$ cat src/source/cpu_pkg.sv
package cpu_pkg;

	//////////////////////////////////////////////////////////////////////
	// Sizes
	//////////////////////////////////////////////////////////////////////

	localparam int XLEN       = 32;
	localparam int IMEM_WORDS = 256;
	localparam int DMEM_WORDS = 256;
	localparam int IMEM_AW    = $clog2(IMEM_WORDS);
	localparam int DMEM_AW    = $clog2(DMEM_WORDS);
	localparam int REG_W      = 5;

	// Word address of the output port
	localparam int IO_ADDR = 255;

	// jal writes its return address here
	localparam logic [REG_W-1:0] LINK_REG = 5'd31;

	//////////////////////////////////////////////////////////////////////
	// Encodings
	//////////////////////////////////////////////////////////////////////

	typedef enum logic [4:0] {
		OP_ALU  = 5'd0,
		OP_ADDI = 5'd1,
		OP_LW   = 5'd2,
		OP_SW   = 5'd3,
		OP_BEQ  = 5'd4,
		OP_BNE  = 5'd5,
		OP_BLT  = 5'd6,
		OP_J    = 5'd7,
		OP_JAL  = 5'd8,
		OP_JR   = 5'd9,
		OP_SETX = 5'd10,
		OP_BEX  = 5'd11,
		OP_IN   = 5'd12
	} opcode_e;

	// Same values as the alu_func field of R-type words
	typedef enum logic [3:0] {
		ALU_ADD = 4'd0,
		ALU_SUB = 4'd1,
		ALU_AND = 4'd2,
		ALU_OR  = 4'd3,
		ALU_SLL = 4'd4,
		ALU_SRA = 4'd5,
		ALU_SLT = 4'd6
	} alu_op_e;

	typedef enum logic [1:0] {
		FWD_REG = 2'd0,
		FWD_MEM = 2'd1,
		FWD_WB  = 2'd2
	} fwd_sel_e;

	//////////////////////////////////////////////////////////////////////
	// Pipeline state
	//////////////////////////////////////////////////////////////////////

	// rs and rt name the two register reads, whichever fields they came from
	typedef struct packed {
		opcode_e          opcode;
		alu_op_e          alu_op;
		logic [REG_W-1:0] rd;
		logic [REG_W-1:0] rs;
		logic [REG_W-1:0] rt;
		logic [4:0]       shamt;
		logic             uses_rs;
		logic             uses_rt;
		logic             writes_reg;
		logic             mem_read;
		logic             mem_write;
		logic             use_imm;
		logic             is_branch;
		logic             is_jump;
	} ctrl_t;

	// All zero is an add into r0 with no side effects
	localparam ctrl_t CTRL_NOP = '0;

	typedef struct packed {
		logic [XLEN-1:0] pc_next;
		logic [XLEN-1:0] instr;
		logic            valid;
	} fd_reg_t;

	typedef struct packed {
		ctrl_t           ctrl;
		logic [XLEN-1:0] pc_next;
		logic [XLEN-1:0] a;
		logic [XLEN-1:0] b;
		logic [XLEN-1:0] imm;
	} de_reg_t;

	typedef struct packed {
		ctrl_t           ctrl;
		logic [XLEN-1:0] pc_next;
		logic [XLEN-1:0] result;
		logic [XLEN-1:0] store_data;
	} em_reg_t;

	typedef struct packed {
		ctrl_t           ctrl;
		logic [XLEN-1:0] pc_next;
		logic [XLEN-1:0] result;
		logic [XLEN-1:0] load_data;
	} mw_reg_t;

endpackage

$ cat src/source/alu.sv
`timescale 1ns/1ps

module alu import cpu_pkg::*; (
	input  logic [XLEN-1:0] operand_a,
	input  logic [XLEN-1:0] operand_b,
	input  alu_op_e         alu_op,
	input  logic [4:0]      shamt,
	output logic [XLEN-1:0] result,
	output logic            less_than,
	output logic            not_equal
);

	logic [XLEN-1:0] sum;
	logic [XLEN-1:0] diff;

	assign sum  = operand_a + operand_b;
	assign diff = operand_a - operand_b;

	// Signed compare, shared by slt and blt
	assign less_than = $signed(operand_a) < $signed(operand_b);
	assign not_equal = |diff;

	always_comb begin
		case (alu_op)
			ALU_ADD: begin
				result = sum;
			end
			ALU_SUB: begin
				result = diff;
			end
			ALU_AND: begin
				result = operand_a & operand_b;
			end
			ALU_OR: begin
				result = operand_a | operand_b;
			end
			ALU_SLL: begin
				result = operand_a << shamt;
			end
			ALU_SRA: begin
				result = $unsigned($signed(operand_a) >>> shamt);
			end
			ALU_SLT: begin
				result = {{(XLEN-1){1'b0}}, less_than};
			end
			default: begin
				result = '0;
			end
		endcase
	end

endmodule

$ cat config.mk
export PLATFORM = sky130hd
export DESIGN_NAME = alu
export DESIGN_NICKNAME = d
export VERILOG_FILES = /design/src/source/cpu_pkg.sv /design/src/source/alu.sv
export SDC_FILE = /design/constraint.sdc
export NUM_CORES = 1
export LEC_CHECK = 0
export BUFFER_PORTS_ARGS = -buffer_cell sky130_fd_sc_hd__buf_2
export CORE_MARGIN = 2
export CORE_UTILIZATION = 43
export DETAILED_ROUTE_END_ITERATION = 7
export RECOVER_POWER = 100
export SLEW_MARGIN = 10
export SYNTH_ARGS = -nofsm -noshare
export SYNTH_HDL_FRONTEND = slang
export SYNTH_SLANG_ARGS = --single-unit
export TNS_END_PERCENT = 30
$ cat constraint.sdc
create_clock -name vclk -period 5.15
set_input_delay 0.515 -clock vclk [all_inputs]
set_output_delay 0.515 -clock vclk [all_outputs]
set_load 0.005 [all_outputs]
==> metrics.md <==
| Metric | Value |
|---|---|
| Yosys warns | `0` |
| Critical Path RT | `about 4.6 ns` |
| Most frequent CP cell | `o21ai_0` |
| WP data arrival | `4.32 ns` |
| Setup Fix Bufs, Post-CTS | `0` |
| CP delay by family, top | `compound AO/OA/AOI/OAI gates` |
| Worst hold path class | `input pin to output port` |
| Synthesis-to-finish area growth | `8.46%` |
| First-pass DRT Iterations | `5` |
| Final nets | `1528` |
| CP Cell Sequence | `clkbuf_1 -> inv_1 -> ha_1 -> buf_4 -> a2111oi_0 -> o21ai_0 -> a21oi_1 -> o22ai_1 -> a221oi_1 -> nor3b_1 -> o41ai_1 -> xnor2_1 -> o21ai_0 -> buf_2` |
| FP Rows | `51` |
| Antenna cells | `0` |
| Synthesized instance count | `1303` |
| Final Critical Period | `4.83 ns` |
| Initial antenna violation count | `0` |
| Post-synth net total | `1479` |
| Cell Area, Synth | `8560 sq um` |
| CP max stage delay | `0.67 ns` |
| Setup-failing EPs final | `0` |
| Complex-gate fraction of the synthesized area | `0.352` |
| Max layer used | `met4` |
| Routed length on met1 | `roughly 16 mm` |
| Critical-path top delay cell | `a221oi_1` |
| Remaining routing DRC violations | `0` |
| Worst Hold Endpoint | `result[1]` |
| Non-Filler Cell Area, Final | `9290 sq um` |
| Resized Gates After CTS | `0` |
| Main combinational cell family by area after synthesis | `compound AO/OA/AOI/OAI gates` |
| Most common cell after layout, fill and taps aside | `nor2_1` |
| Rel. slew slack | `0.305` |
| Maximum capacitance violations | `0` |
| I/O Pins | `107` |
| Worst Hold Slack | `1.63 ns` |
| Share of cells above drive strength 1 | `0.136` |
| Sequential fraction of the synthesis area | `0` |
| Initial Utilization | `0.439` |
| Via/cell ratio | `6.48` |
| TNS Setup | `0 ns` |
| Crit-path max FO | `7` |
| Tcrit/Tclk final | `0.938` |
| Vias in the first global route | `9822` |
| Worst hold path depth | `5` |
| VDD IR max | `0.0000617 V` |
| Die Footprint | `21100 sq um` |
| Syn Area/Cell | `between 6 and 7 sq um` |
| Total grt overflow | `0` |
| Total Wirelength | `39.8 mm` |
| PwrDens | `126 nW/um^2` |
| WL per Instance | `24.7 microns` |
| Hold_sp | `operand_b[1]` |
| Post-Synth Adder-Cell Area | `0.152` |
| Max-slew violations | `0` |
| Gpl congestion | `just over 1` |
| First-pass GRT wire length | `~59 mm` |
| CP startpoint kind | `input pin` |
| RSZ-0062 raised after global routing | `no` |
| Storage element area | `0 sq um` |
| CP Capture Type | `output port` |
| Worst Path Buf+Inv | `4` |
| Port buffer count | `roughly 110` |
| Worst Max-Slew Pin Slew | `1.04 ns` |
| CTS Hold Bufs | `0` |
| Synth Area in XOR/XNOR | `0.0399` |
| All-Layer GR Usage | `0.359` |
| Leakage power | `about 4.2 nW` |
| Detail Route Antenna Nets | `0` |
| Most frequent cells in the layout | `nor2_1 (158), nand2_1 (121), a21oi_1 (115), ha_1 (101), buf_2 (93)` |
| Iteration-0 DRC Markers | `between 1k and 1.5k` |
| Die span in y | `145 microns` |
| DR WL met3 | `3.48 mm` |
| Clock buffers | `0` |
| Post-synthesis simple-gate area fraction | `0.218` |
| DP HPWL | `32.5 mm` |
| CP Class | `input pin to output port` |
| Largest net degree at the start of global routing | `73` |
| DP Area | `9300 sq um` |
| Seq cells | `0` |
| Core ar. | `between 15000 and 20000 sq um` |
| Die width | `145 microns` |
| Mux contribution to synthesized area | `0.153` |
| Met2 Wirelength | `18.0 mm` |
| Final Hold Violating Endpoints | `0` |
| Netlist cell types | `79` |
| Status | `finished, final reports clean` |
| Fmax | `0.207 GHz` |
| Routed vias | `10.5k` |
==> stage by stage <==
stage	cells	total power [W]	worst slack [ns]	util
6_report	1615	0.00117	0.318	0.476
3_3_place_gp	1615	0.00113	0.446	0.476
2_1_floorplan	1303	0.000737	1.06	-
5_1_grt	1615	0.00124	0.104	0.476
3_5_place_dp	1615	0.00113	0.387	0.476
4_1_cts	1615	0.00113	0.377	0.476
==> logic make-up after synthesis <==
family | count (synthesis)
multiplexers | 114
AO/OA/AOI/OAI | 447
buffers and inverters | 187
adder cells (fa/ha/maj) | 103
AND/OR/NAND/NOR | 413
XOR/XNOR | 39
==> layer usage <==
metal / vias to the layer above / global-route usage
met4: 0 / 0.150
met1: 4907 / 0.474
met5: - / 0
met3: 93 / 0.0443
li1: 4868 / -
met2: 594 / 0.590
==> report_power, final <==
group	total, W	switching (W)	internal [W]
clock network	0	0	0
registers	0	0	0
logic	0.00117	0.000756	0.000413
==> synthesized netlist by cell type (11+ instances only) <==
master	number	area, sq um
o21ai_0	75	375
ha_1	101	1260
a31oi_1	11	68.8
a211oi_1	26	195
mux4_2	11	248
nor2b_1	19	119
a21oi_1	115	576
a21o_1	18	135
nand2_1	121	454
o31ai_1	16	120
mux2_2	19	214
nand3_1	19	95.1
o221ai_1	26	228
mux2i_1	80	801
xnor2_1	32	280
buf_2	18	90.1
nor3_1	26	130
nand2b_1	12	75.1
o211ai_1	12	90.1
o21ai_1	30	150
o21bai_1	12	90.1
buf_1	19	71.3
clkbuf_1	54	203
a221oi_1	15	131
inv_1	85	319
nor4_1	13	81.3
nor2_1	158	593
==> worst max-delay path by stage <==
| stage | start | to | slack (ns) | depth (start not counted) |
|---|---|---|---|---|
| after floorplan | operand_a[14] | not_equal | 1.06 | 11 |
| after global placement | operand_a[0] | not_equal | 0.45 | 15 |
| after detailed placement | operand_a[0] | not_equal | 0.39 | 15 |
| after CTS | operand_a[0] | not_equal | 0.38 | 15 |
| after global routing | shamt[1] | result[10] | 0.10 | 11 |
| final | operand_a[6] | result[25] | 0.32 | 14 |
==> layout make-up <==
class,count,area [sq um]
timing repair buffer,140,766
fill,2190,10200
multi-input combinational,1116,7840
inverter,94,353
tap,265,332
No activity file was read; power rests on OpenSTA's default activity.
