<file path="config.mk">
export PLATFORM = sky130hd
export DESIGN_NAME = reg_file
export DESIGN_NICKNAME = d
export VERILOG_FILES = /design/src/source/cpu_pkg.sv /design/src/source/reg_file.sv
export SDC_FILE = /design/constraint.sdc
export NUM_CORES = 2
export LEC_CHECK = 0
export BUFFER_PORTS_ARGS = -buffer_cell sky130_fd_sc_hd__buf_2
export CELL_PAD_IN_SITES_DETAIL_PLACEMENT = 1
export CELL_PAD_IN_SITES_GLOBAL_PLACEMENT = 1
export CORE_UTILIZATION = 58
export DETAILED_ROUTE_END_ITERATION = 7
export PLACE_DENSITY_LB_ADDON = 0.1
export SLEW_MARGIN = 25
export SYNTH_ARGS = -nofsm -noshare
export SYNTH_HDL_FRONTEND = slang
export SYNTH_SLANG_ARGS = --single-unit
</file>
<file path="constraint.sdc">
create_clock -name clock -period 7.23 [get_ports clock]
set_clock_uncertainty 0.15 [all_clocks]
set_input_delay 1.0845 -clock clock [delete_from_list [all_inputs] [get_ports clock]]
set_output_delay 1.0845 -clock clock [all_outputs]
set_load 0.005 [all_outputs]
</file>
<file path="src/source/cpu_pkg.sv">
package cpu_pkg;

	//////////////////////////////////////////////////////////////////////
	// Sizes
	//////////////////////////////////////////////////////////////////////

	localparam int XLEN       = 32;
	localparam int IMEM_WORDS = 256;
	localparam int DMEM_WORDS = 256;
	localparam int IMEM_AW    = $clog2(IMEM_WORDS);
	localparam int DMEM_AW    = $clog2(DMEM_WORDS);
	localparam int REG_W      = 5;

	// Word address of the output port
	localparam int IO_ADDR = 255;

	// jal writes its return address here
	localparam logic [REG_W-1:0] LINK_REG = 5'd31;

	//////////////////////////////////////////////////////////////////////
	// Encodings
	//////////////////////////////////////////////////////////////////////

	typedef enum logic [4:0] {
		OP_ALU  = 5'd0,
		OP_ADDI = 5'd1,
		OP_LW   = 5'd2,
		OP_SW   = 5'd3,
		OP_BEQ  = 5'd4,
		OP_BNE  = 5'd5,
		OP_BLT  = 5'd6,
		OP_J    = 5'd7,
		OP_JAL  = 5'd8,
		OP_JR   = 5'd9,
		OP_SETX = 5'd10,
		OP_BEX  = 5'd11,
		OP_IN   = 5'd12
	} opcode_e;

	// Same values as the alu_func field of R-type words
	typedef enum logic [3:0] {
		ALU_ADD = 4'd0,
		ALU_SUB = 4'd1,
		ALU_AND = 4'd2,
		ALU_OR  = 4'd3,
		ALU_SLL = 4'd4,
		ALU_SRA = 4'd5,
		ALU_SLT = 4'd6
	} alu_op_e;

	typedef enum logic [1:0] {
		FWD_REG = 2'd0,
		FWD_MEM = 2'd1,
		FWD_WB  = 2'd2
	} fwd_sel_e;

	//////////////////////////////////////////////////////////////////////
	// Pipeline state
	//////////////////////////////////////////////////////////////////////

	// rs and rt name the two register reads, whichever fields they came from
	typedef struct packed {
		opcode_e          opcode;
		alu_op_e          alu_op;
		logic [REG_W-1:0] rd;
		logic [REG_W-1:0] rs;
		logic [REG_W-1:0] rt;
		logic [4:0]       shamt;
		logic             uses_rs;
		logic             uses_rt;
		logic             writes_reg;
		logic             mem_read;
		logic             mem_write;
		logic             use_imm;
		logic             is_branch;
		logic             is_jump;
	} ctrl_t;

	// All zero is an add into r0 with no side effects
	localparam ctrl_t CTRL_NOP = '0;

	typedef struct packed {
		logic [XLEN-1:0] pc_next;
		logic [XLEN-1:0] instr;
		logic            valid;
	} fd_reg_t;

	typedef struct packed {
		ctrl_t           ctrl;
		logic [XLEN-1:0] pc_next;
		logic [XLEN-1:0] a;
		logic [XLEN-1:0] b;
		logic [XLEN-1:0] imm;
	} de_reg_t;

	typedef struct packed {
		ctrl_t           ctrl;
		logic [XLEN-1:0] pc_next;
		logic [XLEN-1:0] result;
		logic [XLEN-1:0] store_data;
	} em_reg_t;

	typedef struct packed {
		ctrl_t           ctrl;
		logic [XLEN-1:0] pc_next;
		logic [XLEN-1:0] result;
		logic [XLEN-1:0] load_data;
	} mw_reg_t;

endpackage

</file>
<file path="src/source/reg_file.sv">
`timescale 1ns/1ps

module reg_file import cpu_pkg::*; (
	input  logic             clock,
	input  logic             rst_n,
	input  logic [REG_W-1:0] rd_addr_a,
	input  logic [REG_W-1:0] rd_addr_b,
	output logic [XLEN-1:0]  rd_data_a,
	output logic [XLEN-1:0]  rd_data_b,
	input  logic             wr_en,
	input  logic [REG_W-1:0] wr_addr,
	input  logic [XLEN-1:0]  wr_data
);

	logic [XLEN-1:0] regs [1:31];

	always_ff @(posedge clock or negedge rst_n) begin
		if (!rst_n) begin
			for (int i = 1; i < 32; i++)
				regs[i] <= '0;
		end else if (wr_en && wr_addr != '0) begin
			regs[wr_addr] <= wr_data;
		end
	end

	// r0 is hardwired, a write in the same cycle passes straight through
	always_comb begin
		if (rd_addr_a == '0)
			rd_data_a = '0;
		else if (wr_en && wr_addr == rd_addr_a)
			rd_data_a = wr_data;
		else
			rd_data_a = regs[rd_addr_a];

		if (rd_addr_b == '0)
			rd_data_b = '0;
		else if (wr_en && wr_addr == rd_addr_b)
			rd_data_b = wr_data;
		else
			rd_data_b = regs[rd_addr_b];
	end

endmodule
</file>
==> metrics.csv <==
stage,metric,value,unit
status,status,"finished, final reports clean",
place,place.gp.congestion,0.894,
floorplan,start_util,58.8,%
detailed_routing,drt_iter0_markers,4175,
grt,grt_max_degree,180,
yosys,syn_nets,3781,
detailed_routing,vias_per_cell,7.45,
sta,fmax,0.185,GHz
detailed_routing,drt_first_pass_iters,6,
place,placed_cell_area,55500,sq um
detailed_routing,wirelength,191,mm
cells_and_area,final_core_util,64.3,%
yosys,avgSynthCellArea,14.5,sq um
power,p_seq_share,44.5,%
clock_tree,cts_inserted_buffers,110,
yosys,synth_area,54100,sq um
cells_and_area,area_growth,9.33,%
grt,grt_pass1_vias,40000,
yosys,synth_ff_type,dfrtp_1,
worst_setup_path,critical_path_class,in -> out,
yosys,synthTopCellsByCount,"mux2_2 (1067), dfrtp_1 (992), mux4_2 (405), nand2_1 (165), mux2i_1 (160)",
worst_setup_path,cp_max_fo,57,
floorplan,core_area,92100,sq um
clock_tree,cts_buffer_depth,3,
clock_tree,post_cts_buffers,0,
worst_setup_path,cp-start-kind,input port,
floorplan,row_count,111,
worst_hold_path,holdCritPathClass,in -> async,
grt,antenna_found_initial,14,
yosys,synth_area_leader_cell,dfrtp_1,
cells_and_area,largest-register,regs,
place,numPortBuffers,113,
cells_and_area,final_area,59200,sq um
yosys,ys_warn_count,0,
floorplan,die_w,308,microns
worst_setup_path,crit_required,6000,ps
clock_tree,holdBufCountCts,0,
clock_tree,ctsResizeCount,0,
grt,grt_pass1_wl,282,mm
detailed_routing,num_vias,37200,
cells_and_area,layout-drive-gt1-share,51.8,%
grt,grt_overflow_total,0,
yosys,async_flop_share,100,%
detailed_routing,drtAntennaViolNets,0,
sta,max_slew_margin,24.7,%
power,p_leak,0.0255,uW
clock_tree,clkSinkCount,992,
place,place_ws,1870,ps
worst_setup_path,crit_path_end_kind,output port,
yosys,syn_inst,3731,
yosys,ys_seq_area_share,45.9,%
worst_setup_path,reg2reg_from,regs[730]$_DFFE_PN0P_,
sta,fin_setup_tns,0,ps
detailed_routing,wl_per_cell,38.2,microns
yosys,ys_types,51,
power,p_int,12100,uW
sta,rsz0062_at_grt,false,
power,switching_share,28.7,%
sta,slew_viol_final,0,
sta,fin_ws,1810,ps
run,max_cap_violations,0,
clock_tree,htree_levels,3,
sta,period_minus_slack,5420,ps
sta,hold_viol,0,
sta,worst-slew-pin-transition,1130,ps
detailed_routing,drc,0,
floorplan,die_h,308,microns
clock_tree,root_buffer,clkbuf_16,
sta,setup_violations,0,
power,p_switching,4860,uW
worst_setup_path,r2r_end,regs[730]$_DFFE_PN0P_,
sta,final.period_utilization,74.9,%
power,p_per_area,286,nW/um^2
cells_and_area,nets,3700,
power,p_comb_share,21.4,%
yosys,synth_most_common_cell,mux2_2,
worst_setup_path,crit_arrival,4180,ps
power,clkPwrFrac,34.0,%
yosys,synth_seq_cells,992,
floorplan,dieArea,94600,sq um
cells_and_area,largest_reg_flops,992,
worst_setup_path,reg2reg_depth,1,
yosys,synth_area_leaders,"dfrtp_1 (46%), mux2_2 (22%), mux4_2 (17%), mux2i_1 (3.0%), buf_2 (1.2%)",
clock_tree,cts_tree,built,
worst_setup_path,rrSetupSlack,6250,ps
clock_tree,clk_latency,700,ps
grt,grt_use_total,41.2,%
place,dp_hpwl,113,mm
cells_and_area,top_regs,regs: 992 flops,
floorplan,io_pins,114,
yosys,synth-edff-count,0,
clock_tree,clk_pin_slew,60,ps
yosys,synth_top_area_share,45.9,%
power,max-vdd-ir-drop,215,uV
-- power groups by stage --
stage / Clock, uW / Combinational (uW) / Sequential (uW)
after floorplan: 0 / 2620 / 7220
after global placement: 0 / 3390 / 7360
after detailed placement: 0 / 3550 / 7560
after CTS: 5800 / 3600 / 7480
after global routing: 6000 / 3810 / 7640
final: 5750 / 3630 / 7530
-- final cells by class --
type | count | area [sq um]
Multi-Input combinational cell | 2333 | 27500
Sequential cell | 992 | 24800
Inverter | 3 | 11.3
Antenna cell | 8 | 20.0
Clock inverter | 37 | 444
Tap cell | 1243 | 1560
Fill cell | 8158 | 32900
Timing Repair Buffer | 210 | 1630
Clock buffer | 162 | 3210
-- logic make-up (layout without fill, tap and decap cells) --
kind of cell              after synthesis  in the layout  synth area share, %
AOI/OAI and AO/OA                     398            398                 5.67
buffers and inverters                 406            412                 3.80
other                                   0              8                    0
and+or+nand+nor                       291            291                 2.42
xor gates and xnor gates               10             10                0.162
muxes                                1634           1634                 42.1
DFF                                   992            992                 45.9
-- how the worst max path moves through the flow --
stage            startpoint       endpoint  slack (ps)  depth (start not counted)
2_1_floorplan  rd_addr_a[0]  rd_data_a[29]        3360                          7
6_report       rd_addr_b[1]  rd_data_b[10]        1810                          8
5_1_grt        rd_addr_b[0]  rd_data_b[27]        1740                          9
3_5_place_dp   rd_addr_b[0]  rd_data_b[27]        1870                          9
4_1_cts        rd_addr_b[0]  rd_data_b[27]        1870                          9
3_3_place_gp   rd_addr_b[0]  rd_data_b[27]        1880                          9
-- routing by layer --
metal / part of all wire, % / track usage (%) / vias up
met5: 0.027 / 0 / -
met4: 6.1 / 22.7 / 8
li1: - / - / 14300
met3: 9.4 / 9.20 / 604
met2: 46 / 62.3 / 2051
met1: 38 / 55.7 / 20200
-- worst max-delay path: stages --
cell and delay [ps]:
buf_8 470, nor2b_4 750, buf_4 510, a221o_1 220, a21oi_1 70, a211oi_1 460
o221a_1 380, buf_2 160
-- cell usage in the layout (no fill, tap or decap), types with 20 or more instances in the layout --
cell,synthesis,routed
mux4_2,405,405
mux2_2,1067,1067
a211oi_1,20,20
nand2b_1,24,23
clkbuf_16,0,113
a31oi_1,39,39
buf_2,126,107
o2111ai_1,26,26
buf_4,49,76
nand2_1,165,148
mux2i_1,160,160
a21oi_1,41,41
a221o_1,21,21
o221a_2,20,20
clkbuf_1,151,29
nand3_1,41,40
o211ai_1,60,60
a22oi_1,47,47
clkbuf_8,0,20
o21ai_0,39,39
dfrtp_1,992,992
-- metrics by stage --
stage          hold slack (ps)  power, uW  instances
2_1_floorplan              338       9840       3731
3_3_place_gp               349      10800       4776
3_5_place_dp               361      11100       4779
4_1_cts                    326      16900       4978
5_1_grt                    109      17500       4981
6_report                  97.1      16900       4988
Power figures use the tool's default switching activity.
