`src/source/cpu_pkg.sv`:
```
package cpu_pkg;

	//////////////////////////////////////////////////////////////////////
	// Sizes
	//////////////////////////////////////////////////////////////////////

	localparam int XLEN       = 32;
	localparam int IMEM_WORDS = 256;
	localparam int DMEM_WORDS = 256;
	localparam int IMEM_AW    = $clog2(IMEM_WORDS);
	localparam int DMEM_AW    = $clog2(DMEM_WORDS);
	localparam int REG_W      = 5;

	// Word address of the output port
	localparam int IO_ADDR = 255;

	// jal writes its return address here
	localparam logic [REG_W-1:0] LINK_REG = 5'd31;

	//////////////////////////////////////////////////////////////////////
	// Encodings
	//////////////////////////////////////////////////////////////////////

	typedef enum logic [4:0] {
		OP_ALU  = 5'd0,
		OP_ADDI = 5'd1,
		OP_LW   = 5'd2,
		OP_SW   = 5'd3,
		OP_BEQ  = 5'd4,
		OP_BNE  = 5'd5,
		OP_BLT  = 5'd6,
		OP_J    = 5'd7,
		OP_JAL  = 5'd8,
		OP_JR   = 5'd9,
		OP_SETX = 5'd10,
		OP_BEX  = 5'd11,
		OP_IN   = 5'd12
	} opcode_e;

	// Same values as the alu_func field of R-type words
	typedef enum logic [3:0] {
		ALU_ADD = 4'd0,
		ALU_SUB = 4'd1,
		ALU_AND = 4'd2,
		ALU_OR  = 4'd3,
		ALU_SLL = 4'd4,
		ALU_SRA = 4'd5,
		ALU_SLT = 4'd6
	} alu_op_e;

	typedef enum logic [1:0] {
		FWD_REG = 2'd0,
		FWD_MEM = 2'd1,
		FWD_WB  = 2'd2
	} fwd_sel_e;

	//////////////////////////////////////////////////////////////////////
	// Pipeline state
	//////////////////////////////////////////////////////////////////////

	// rs and rt name the two register reads, whichever fields they came from
	typedef struct packed {
		opcode_e          opcode;
		alu_op_e          alu_op;
		logic [REG_W-1:0] rd;
		logic [REG_W-1:0] rs;
		logic [REG_W-1:0] rt;
		logic [4:0]       shamt;
		logic             uses_rs;
		logic             uses_rt;
		logic             writes_reg;
		logic             mem_read;
		logic             mem_write;
		logic             use_imm;
		logic             is_branch;
		logic             is_jump;
	} ctrl_t;

	// All zero is an add into r0 with no side effects
	localparam ctrl_t CTRL_NOP = '0;

	typedef struct packed {
		logic [XLEN-1:0] pc_next;
		logic [XLEN-1:0] instr;
		logic            valid;
	} fd_reg_t;

	typedef struct packed {
		ctrl_t           ctrl;
		logic [XLEN-1:0] pc_next;
		logic [XLEN-1:0] a;
		logic [XLEN-1:0] b;
		logic [XLEN-1:0] imm;
	} de_reg_t;

	typedef struct packed {
		ctrl_t           ctrl;
		logic [XLEN-1:0] pc_next;
		logic [XLEN-1:0] result;
		logic [XLEN-1:0] store_data;
	} em_reg_t;

	typedef struct packed {
		ctrl_t           ctrl;
		logic [XLEN-1:0] pc_next;
		logic [XLEN-1:0] result;
		logic [XLEN-1:0] load_data;
	} mw_reg_t;

endpackage

```
`src/source/instr_decoder.sv`:
```
`timescale 1ns/1ps

module instr_decoder import cpu_pkg::*; (
	input  logic [XLEN-1:0] instr,
	output ctrl_t           ctrl,
	output logic [XLEN-1:0] imm
);

	opcode_e op;

	assign op = opcode_e'(instr[31:27]);

	always_comb begin
		ctrl        = CTRL_NOP;
		ctrl.opcode = op;
		ctrl.rd     = instr[26:22];
		ctrl.shamt  = instr[11:7];
		imm         = {{(XLEN-17){instr[16]}}, instr[16:0]};

		case (op)
			OP_ALU: begin
				ctrl.rs         = instr[21:17];
				ctrl.rt         = instr[16:12];
				ctrl.uses_rs    = 1'b1;
				ctrl.uses_rt    = 1'b1;
				ctrl.writes_reg = 1'b1;
				case (instr[6:2])
					5'd0: ctrl.alu_op = ALU_ADD;
					5'd1: ctrl.alu_op = ALU_SUB;
					5'd2: ctrl.alu_op = ALU_AND;
					5'd3: ctrl.alu_op = ALU_OR;
					5'd4: ctrl.alu_op = ALU_SLL;
					5'd5: ctrl.alu_op = ALU_SRA;
					5'd6: ctrl.alu_op = ALU_SLT;
					default: ctrl = CTRL_NOP;
				endcase
			end
			OP_ADDI, OP_LW: begin
				ctrl.rs         = instr[21:17];
				ctrl.uses_rs    = 1'b1;
				ctrl.writes_reg = 1'b1;
				ctrl.use_imm    = 1'b1;
				ctrl.mem_read   = (op == OP_LW);
			end
			OP_SW: begin
				// Base in rs, data comes from the rd field
				ctrl.rs        = instr[21:17];
				ctrl.rt        = instr[26:22];
				ctrl.uses_rs   = 1'b1;
				ctrl.uses_rt   = 1'b1;
				ctrl.use_imm   = 1'b1;
				ctrl.mem_write = 1'b1;
			end
			OP_BEQ, OP_BNE, OP_BLT: begin
				ctrl.rs        = instr[26:22];
				ctrl.rt        = instr[21:17];
				ctrl.uses_rs   = 1'b1;
				ctrl.uses_rt   = 1'b1;
				ctrl.alu_op    = ALU_SUB;
				ctrl.is_branch = 1'b1;
			end
			OP_J, OP_JAL, OP_BEX, OP_SETX: begin
				imm             = {{(XLEN-27){1'b0}}, instr[26:0]};
				ctrl.is_jump    = (op != OP_SETX);
				ctrl.writes_reg = (op == OP_JAL);
				ctrl.rd         = (op == OP_JAL) ? LINK_REG : '0;
			end
			OP_JR: begin
				ctrl.rs      = instr[26:22];
				ctrl.uses_rs = 1'b1;
				ctrl.is_jump = 1'b1;
			end
			OP_IN:   ctrl.writes_reg = 1'b1;
			default: ctrl = CTRL_NOP;
		endcase
	end

endmodule

```
`config.mk`:
```
export PLATFORM = sky130hd
export DESIGN_NAME = instr_decoder
export DESIGN_NICKNAME = d
export VERILOG_FILES = /design/src/source/cpu_pkg.sv /design/src/source/instr_decoder.sv
export SDC_FILE = /design/constraint.sdc
export NUM_CORES = 1
export LEC_CHECK = 0
export BUFFER_PORTS_ARGS = -buffer_cell sky130_fd_sc_hd__buf_2
export CAP_MARGIN = 40
export CELL_PAD_IN_SITES_DETAIL_PLACEMENT = 2
export CELL_PAD_IN_SITES_GLOBAL_PLACEMENT = 2
export CORE_ASPECT_RATIO = 0.75
export CORE_MARGIN = 3
export CORE_UTILIZATION = 16
export DETAILED_ROUTE_END_ITERATION = 8
export PLACE_DENSITY_LB_ADDON = 0.1
export SLEW_MARGIN = 0
export SYNTH_ARGS = -nofsm -noshare
export SYNTH_HDL_FRONTEND = slang
export SYNTH_SLANG_ARGS = --single-unit
```
`constraint.sdc`:
```
create_clock -name vclk -period 3.83
set_input_delay 0.1915 -clock vclk [all_inputs]
set_output_delay 0.1915 -clock vclk [all_outputs]
set_load 0.05 [all_outputs]
```
==> metrics, run 1 <==
Seq cells 0; drt first pass iters 6; Syn Inst Count 139; Total Wirelength 4310 microns; first-pass GRT wire length 6890 microns; WP data arrival 2.23 ns; vias in the first global route 1340; area leader, netlist buf_4; die width 92.6 microns; P_leak 0.742 nW; diode count 0; measured slew at the worst slew-check pin 0.951 ns; PD cells 221 nW/um^2; dpl hpwl 3630 microns; Setup crit start instr[30]; critical path endpoint category output pin; Hold WS 0.383 ns; max_cap viols 0; PostCTS Resize Cnt 0; Final Util 24.2%; Post-DRT Antenna Nets 0; Setup CP Type input pin to output pin; worst setup path end imm[25]; DR iter-0 viols 19; Worst VDD drop 0.0000831 V; Layout area overhead 38.7%; Post-Synth XOR/XNOR Area 0%; number of synthesis warnings 0; Yosys cell types 38; Max Slew Vio Count 0; RD Place Congestion 0.731; Register Area 0 sq um; DR vias 1229; RSZ-0062 raised after global routing false; fmax 0.414 GHz; nets 237; Synth Area in Compound Gates 35.5%; HP Class input pin to output pin; IO Port Bufs 95; CP bufs+invs 3; Final Critical Period 2.42 ns; # DRC 0; GRT Overall Usage 12.3%; Worst Hold Launch instr[0]; mapped cell area 900 sq um; Final Hold Viols 0; final worst path period share 63.1%; layout cell share with drive strength beyond 1 51.7%; Setup-failing EPs final 0; Die H 70.9 microns; max incr delay on CP 0.76 ns; I/O pin cnt 101; Initial Util 17.5%; post-route cell area 1250 sq um; initial antenna violation count 0; CP max stage cell a21oi_1; placed cell areas 1250 sq um; Yosys top cell area share 19.2%; sequential share of the synthesized area 0%; Fin Setup TNS 0 ns; hold_buf cts 0; largest family of logic cells by synthesized area compound AO/OA/AOI/OAI gates; worst endpoint required time 3.64 ns; standard-cell rows 22; most used cell, CP buf_2; cells along the critical path buf_2 -> and2b_1 -> a21oi_1 -> o31ai_1 -> buf_2 -> o41ai_1 -> buf_2; Fillers 663; post-synthesis simple-gate area fraction 32.3%; Mapped Avg Cell Area 6.47 sq um; outcome finished, final reports clean; Critical Path Source Type input pin; clock buffer count 0; mux cell area share after synthesis 0%; wire per inst 15.7 microns; core area 5150 sq um; largest net degree at the start of global routing 23; main area contributors after synthesis buf_4 19%, o41ai_1 9.7%, inv_1 6.7%, a222oi_1 5.6%, nor2_1 5.4%; max_slew headroom 36.6%; setup bufs post-CTS 0; Synth Area in Adders 0%; worst-path fanout max 12; largest delay contributor family on the critical path compound AO/OA/AOI/OAI gates; Overflow after GRT 0; CP Depth 7; DR vias/cell 4.47; die area 6570 sq um
## cells in the mapped netlist, types with 3 or more instances
cell	number
buf_4	23
inv_1	16
nor2_1	13
o41ai_1	10
a21oi_1	6
clkbuf_1	6
a222oi_1	5
a22o_1	5
nand2_1	5
nor3_1	5
a21boi_0	4
and2_1	4
and3_1	4
and2b_1	3
nor2b_1	3
## routing by layer
metal	vias up	wire length, microns	global-route usage [%]
li1	596	-	-
met1	574	2020	16.9
met2	59	1960	21.5
met3	0	331	2.13
met4	0	0	0.165
met5	-	0	0
## cell families after synthesis
logic type,count (synthesis)
other,1
AO/OA/AOI/OAI,40
buffers and inverters,49
AND/OR/NAND/NOR,49
## how the worst min path moves through the flow
stage | to | cells past startpoint | slack [ns]
2_1_floorplan | ctrl[1] | 1 | 0.51
3_3_place_gp | imm[0] | 0 | 0.38
3_5_place_dp | imm[0] | 0 | 0.38
4_1_cts | imm[0] | 0 | 0.38
5_1_grt | imm[1] | 0 | 0.38
6_report | imm[0] | 0 | 0.38
## cells in the final DEF (no fill, tap or decap), types with 5 or more instances in the layout
master and count:
a222oi_1 5, inv_1 16, buf_2 96, nand2_1 5
nor2_1 13, o41ai_1 10, nor3_1 5, a21oi_1 6
a22o_1 5
## layout make-up
cell class	count	area (sq um)	share of cell area [%]
multi-input combinational	91	617	49.4
inverter	16	60.1	4.81
tap	72	90.1	7.22
timing repair buffer	96	480	38.5
## report_power, final
group          internal [mW]  switching (mW)  total (mW)  leakage [nW]
sequential                 0               0           0             0
clock                      0               0           0             0
combinational         0.0605           0.215       0.275         0.742
## stage by stage
step / power, mW / setup WS (ns) / cells
global route: 0.292 / 1.29 / 275
detailed placement: 0.277 / 1.45 / 275
global placement: 0.273 / 1.35 / 274
finish: 0.275 / 1.41 / 275
CTS: 0.278 / 1.45 / 275
floorplan: 0.227 / 1.14 / 140
Power figures use the tool's default switching activity.
==> run 2, diff against run 1 <==
--- a/config.mk
+++ b/config.mk
@@ -5,13 +5,14 @@
 export SDC_FILE = /design/constraint.sdc
 export NUM_CORES = 1
 export LEC_CHECK = 0
+export ABC_AREA = 1
 export BUFFER_PORTS_ARGS = -buffer_cell sky130_fd_sc_hd__buf_2
 export CAP_MARGIN = 40
 export CELL_PAD_IN_SITES_DETAIL_PLACEMENT = 2
 export CELL_PAD_IN_SITES_GLOBAL_PLACEMENT = 2
 export CORE_ASPECT_RATIO = 0.75
 export CORE_MARGIN = 3
-export CORE_UTILIZATION = 16
+export CORE_UTILIZATION = 13
 export DETAILED_ROUTE_END_ITERATION = 8
 export PLACE_DENSITY_LB_ADDON = 0.1
 export SLEW_MARGIN = 0
==> constraint.sdc (replaced) <==
create_clock -name vclk -period 2
set_input_delay 0.1 -clock vclk [all_inputs]
set_output_delay 0.1 -clock vclk [all_outputs]
set_load 0.05 [all_outputs]
==> metrics, run 2 <==
IO Port Bufs 95; Syn Inst Count 187; Final Hold Viols 0; dpl ws 0.450 ns; Seq cells 0; setup bufs post-CTS 0; cell with the most instances after synthesis nand2_1; Yosys top cell area share 29.1%; DR iter-0 viols 42; Final Util 19.6%; sequential share of the synthesized area 0%; P_leak 0.896 nW; sw frac 80.2%; max_cap viols 0; nets 292; die width 105 microns; Worst VDD drop 0.0000844 V; dpl hpwl 4130 microns; largest net degree at the start of global routing 15; Setup CP Type input pin to output pin; Sw Pwr 0.436 mW; worst-path fanout max 14; fmax 0.666 GHz; most common cell after layout, fill and taps aside buf_2; Die H 80.2 microns; main area contributors after synthesis nand2_1 29%, buf_4 20%, nand3_1 18%, nor2_1 4.7%, nand3_2 4.2%; vias in the first global route 1488; wire per inst 13.3 microns; DR WL met3 275 microns; Final Critical Period 1.50 ns; Yosys cell types 20; Total Wirelength 4740 microns; WP data arrival 1.40 ns; cell-internal power 0.108 mW; Comb pwr share 100.0%; die area 8410 sq um; RD Place Congestion 0.698; area leader, netlist nand2_1; Sequential Power Share 0%; Critical Path Source Type input pin; WL met2 2210 microns; critical path endpoint category output pin; Max Slew Vio Count 0; GRT Overall Usage 10.9%; diode count 0; final worst path period share 75.1%; PD cells 398 nW/um^2; DR vias/cell 3.94; Post-Route M1 WL 2250 microns; Fin Setup TNS 0 ns; hold_buf cts 0; clock buffer count 0; Overflow after GRT 0; number of synthesis warnings 0; highest routed layer met3; initial antenna violation count 0; Post-DRT Antenna Nets 0; worst endpoint required time 1.90 ns; Mapped Avg Cell Area 5.10 sq um; outcome finished, final reports clean; Layout area overhead 43.3%; RSZ-0062 raised after global routing false; # DRC 0; Initial Util 13.7%; first-pass GRT wire length 7780 microns; DR vias 1402; Final WS setup 0.499 ns; standard-cell rows 26; layout cell share with drive strength beyond 1 45.3%; HP Class input pin to output pin; Setup-failing EPs final 0; Clk pwr share 0%; mapped cell area 953 sq um; PostCTS Resize Cnt 0; I/O pin cnt 101; core area 6960 sq um; Register Area 0 sq um; drt first pass iters 4; most frequent cells in the layout 95 x buf_2, 74 x nand2_1, 34 x nand3_1; most frequent cells after synthesis 74 x nand2_1, 34 x nand3_1, 25 x buf_4
==> run 2: cell types whose count changed after synthesis, moves of 6 or more <==
cell | previous run | this run
clkbuf_1 | 6 | 0
o41ai_1 | 10 | 0
nand2_1 | 5 | 74
inv_1 | 16 | 10
nand3_1 | 0 | 34
==> run 2: layer usage <==
| layer | up-vias | track usage (%) |
|---|---|---|
| met1 | 646 | 15.6 |
| met3 | 0 | 1.20 |
| li1 | 712 | - |
| met4 | 0 | 0 |
| met5 | - | 0 |
| met2 | 44 | 18.7 |
==> run 2: final cells by class <==
type,instances,area (sq um)
multi-input cells,146,697
fillers,919,5600
repair buffers,97,490
inverters,15,56.3
well taps,98,123
==> run 2: power by group through the flow <==
stage / logic (mW) / registers, mW / clock network, mW
2_1_floorplan: 0.438 / 0 / 0
3_3_place_gp: 0.553 / 0 / 0
3_5_place_dp: 0.552 / 0 / 0
4_1_cts: 0.554 / 0 / 0
5_1_grt: 0.583 / 0 / 0
6_report: 0.544 / 0 / 0
==> run 2: path summary, 6_finish.rpt <==
path / startpoint / end / slack [ns] / depth (start not counted)
setup / recovery: instr[6] / ctrl[26] / 0.50 / 8
hold / removal: instr[0] / imm[0] / 0.20 / 0
==> run 2: logic make-up (layout without fill, tap and decap cells) <==
| kind of cell | Yosys count | after routing | share of synthesized area (%) |
|---|---|---|---|
| AO/OA/AOI/OAI | 5 | 5 | 3.15 |
| buffers and inverters | 42 | 112 | 27.3 |
| other | 1 | 2 | 0.393 |
| AND/OR/NAND/NOR | 139 | 139 | 69.2 |
==> run 2: metrics by stage <==
| stage | total power, mW | hold WS, ns | instance area, sq um | cells |
|---|---|---|---|---|
| after CTS | 0.554 | 0.200 | 1370 | 356 |
| after global routing | 0.583 | 0.200 | 1370 | 356 |
| after global placement | 0.553 | 0.200 | 1370 | 356 |
| after floorplan | 0.438 | 0.367 | 957 | 188 |
| final | 0.544 | 0.200 | 1370 | 356 |
| after detailed placement | 0.552 | 0.200 | 1370 | 356 |
==> run 2: worst max-delay path: stages <==
cell and delay (ns):
buf_2 0.10, nor2_1 0.23, nand3_1 0.14, nand2_1 0.12, buf_4 0.21, nand3_1 0.09, nand3_1 0.12, buf_2 0.28
==> run 3, diff against run 2 <==
==> constraint.sdc (replaced) <==
create_clock -name vclk -period 1.28
set_input_delay 0.064 -clock vclk [all_inputs]
set_output_delay 0.064 -clock vclk [all_outputs]
set_load 0.05 [all_outputs]
==> metrics, run 3 (same netlist as run 2, synthesis figures left out) <==
Final WS setup -0.0583 ns; PD cells 514 nW/um^2; layout cell share with drive strength beyond 1 67.9%; # DRC 0; Max Slew Vio Count 0; vias in the first global route 1735; Setup CP Type input pin to output pin; Power Total 1.23 mW; Total Wirelength 5830 microns; cell-internal power 0.438 mW; Placed Cells 385; Register Area 0 sq um; Comb pwr share 100.0%; Die H 80.2 microns; most common cell after layout, fill and taps aside nand2_1; Sw Pwr 0.789 mW; GRT Overall Usage 12.0%; cells along the critical path buf_8 -> clkinvlp_4 -> nor2_4 -> nand2_2 -> nand2_2 -> nand2_4 -> nand3_4 -> buf_12 -> clkinvlp_4 -> buf_8; outcome complete, but fails checks; hold_buf cts 0; sw frac 64.3%; fmax 0.747 GHz; dpl hpwl 4530 microns; Worst Hold Launch instr[1]; Post-DRT Antenna Nets 0; I/O pin cnt 101; Overflow after GRT 0; Seq cells 0; Layout area overhead 150%; standard-cell rows 26; Final Util 34.3%; DR vias/cell 4.10; Final Hold Viols 0; WHS Endpoint imm[1]; max_cap viols 0; WP data arrival 1.27 ns; DR iter-0 viols 29; core area 6960 sq um; Worst VDD drop 0.000164 V; first-pass GRT wire length 8620 microns; IO Port Bufs 95; die width 105 microns; final worst path period share 105%; clock buffer count 0; diode count 0; critical path endpoint category output pin; post-route cell area 2380 sq um; most frequent cells in the layout 56 x nand2_1, 48 x buf_2, 31 x buf_4; DR vias 1615; initial antenna violation count 0; Setup-failing EPs final 12; fin cells 394; worst hold stages 0; Initial Util 13.7%; Final Critical Period 1.34 ns; placed cell areas 1650 sq um; Sequential Power Share 0%; P_leak 1.33 nW; worst endpoint required time 1.22 ns; wire per inst 14.8 microns; nets 330; HP Class input pin to output pin; drt first pass iters 4; largest net degree at the start of global routing 15; RSZ-0062 raised after global routing true; Critical Path Source Type input pin; CP max stage cell buf_8; violated checks negative setup slack; max incr delay on CP 0.21 ns; RD Place Congestion 0.718; worst-path fanout max 5; die area 8410 sq um; Clk pwr share 0%
==> run 3: cell types whose count changed in the layout (fill, tap and decap cells not counted), sizes merged <==
cell      change
buf          +37
clkinvlp      +2
inv           -2
clkbuf        +1
==> run 3: stage by stage <==
step	setup TNS, ns	worst slack (ns)	hold slack (ns)
2_1_floorplan	-0.726	-0.0821	0.229
3_3_place_gp	-3.20	-0.127	0.128
3_5_place_dp	-4.13	-0.152	0.128
4_1_cts	-0.0591	-0.0161	0.128
5_1_grt	-1.55	-0.121	0.128
6_report	-0.451	-0.0583	0.128
==> run 3: layout make-up <==
type	instances	area [sq um]
timing repair buffer	135	1240
fill	844	4580
inverter	15	78.8
multi-input combinational	146	943
tap	98	123
==> run 3: repair_timing <==
item                       in CTS  in global routing
setup endpoints to repair      43                 43
pin swaps                       1                 21
resized for setup              70                115
gates cloned                    0                  1
buffers inserted                1                  7
==> run 3: how the worst max path moves through the flow <==
stage / end / slack (ns) / from
CTS: imm[25] / -0.02 / instr[29]
global route: imm[28] / -0.12 / instr[29]
finish: imm[28] / -0.06 / instr[29]
floorplan: ctrl[32] / -0.08 / instr[28]
global placement: ctrl[27] / -0.13 / instr[6]
detailed placement: ctrl[21] / -0.15 / instr[6]
==> run 3: layer usage <==
metal	wire length, microns	global-route usage, %	vias to the layer above
met2	2880	20.9	44
li1	-	-	792
met4	0	0.131	0
met5	0	0	-
met3	264	1.53	0
met1	2680	16.8	779
==> run 3: worst max-delay path, delay by kind of cell <==
family	cells	cell delay [ns]
AND/OR/NAND/NOR	5	0.48
buffers and inverters	5	0.72
==> run 3: power groups by stage <==
stage               Combinational, mW  Clock (mW)  Sequential (mW)
floorplan                       0.700           0                0
global placement                0.941           0                0
detailed placement              0.946           0                0
CTS                              1.05           0                0
global route                     1.29           0                0
finish                           1.23           0                0
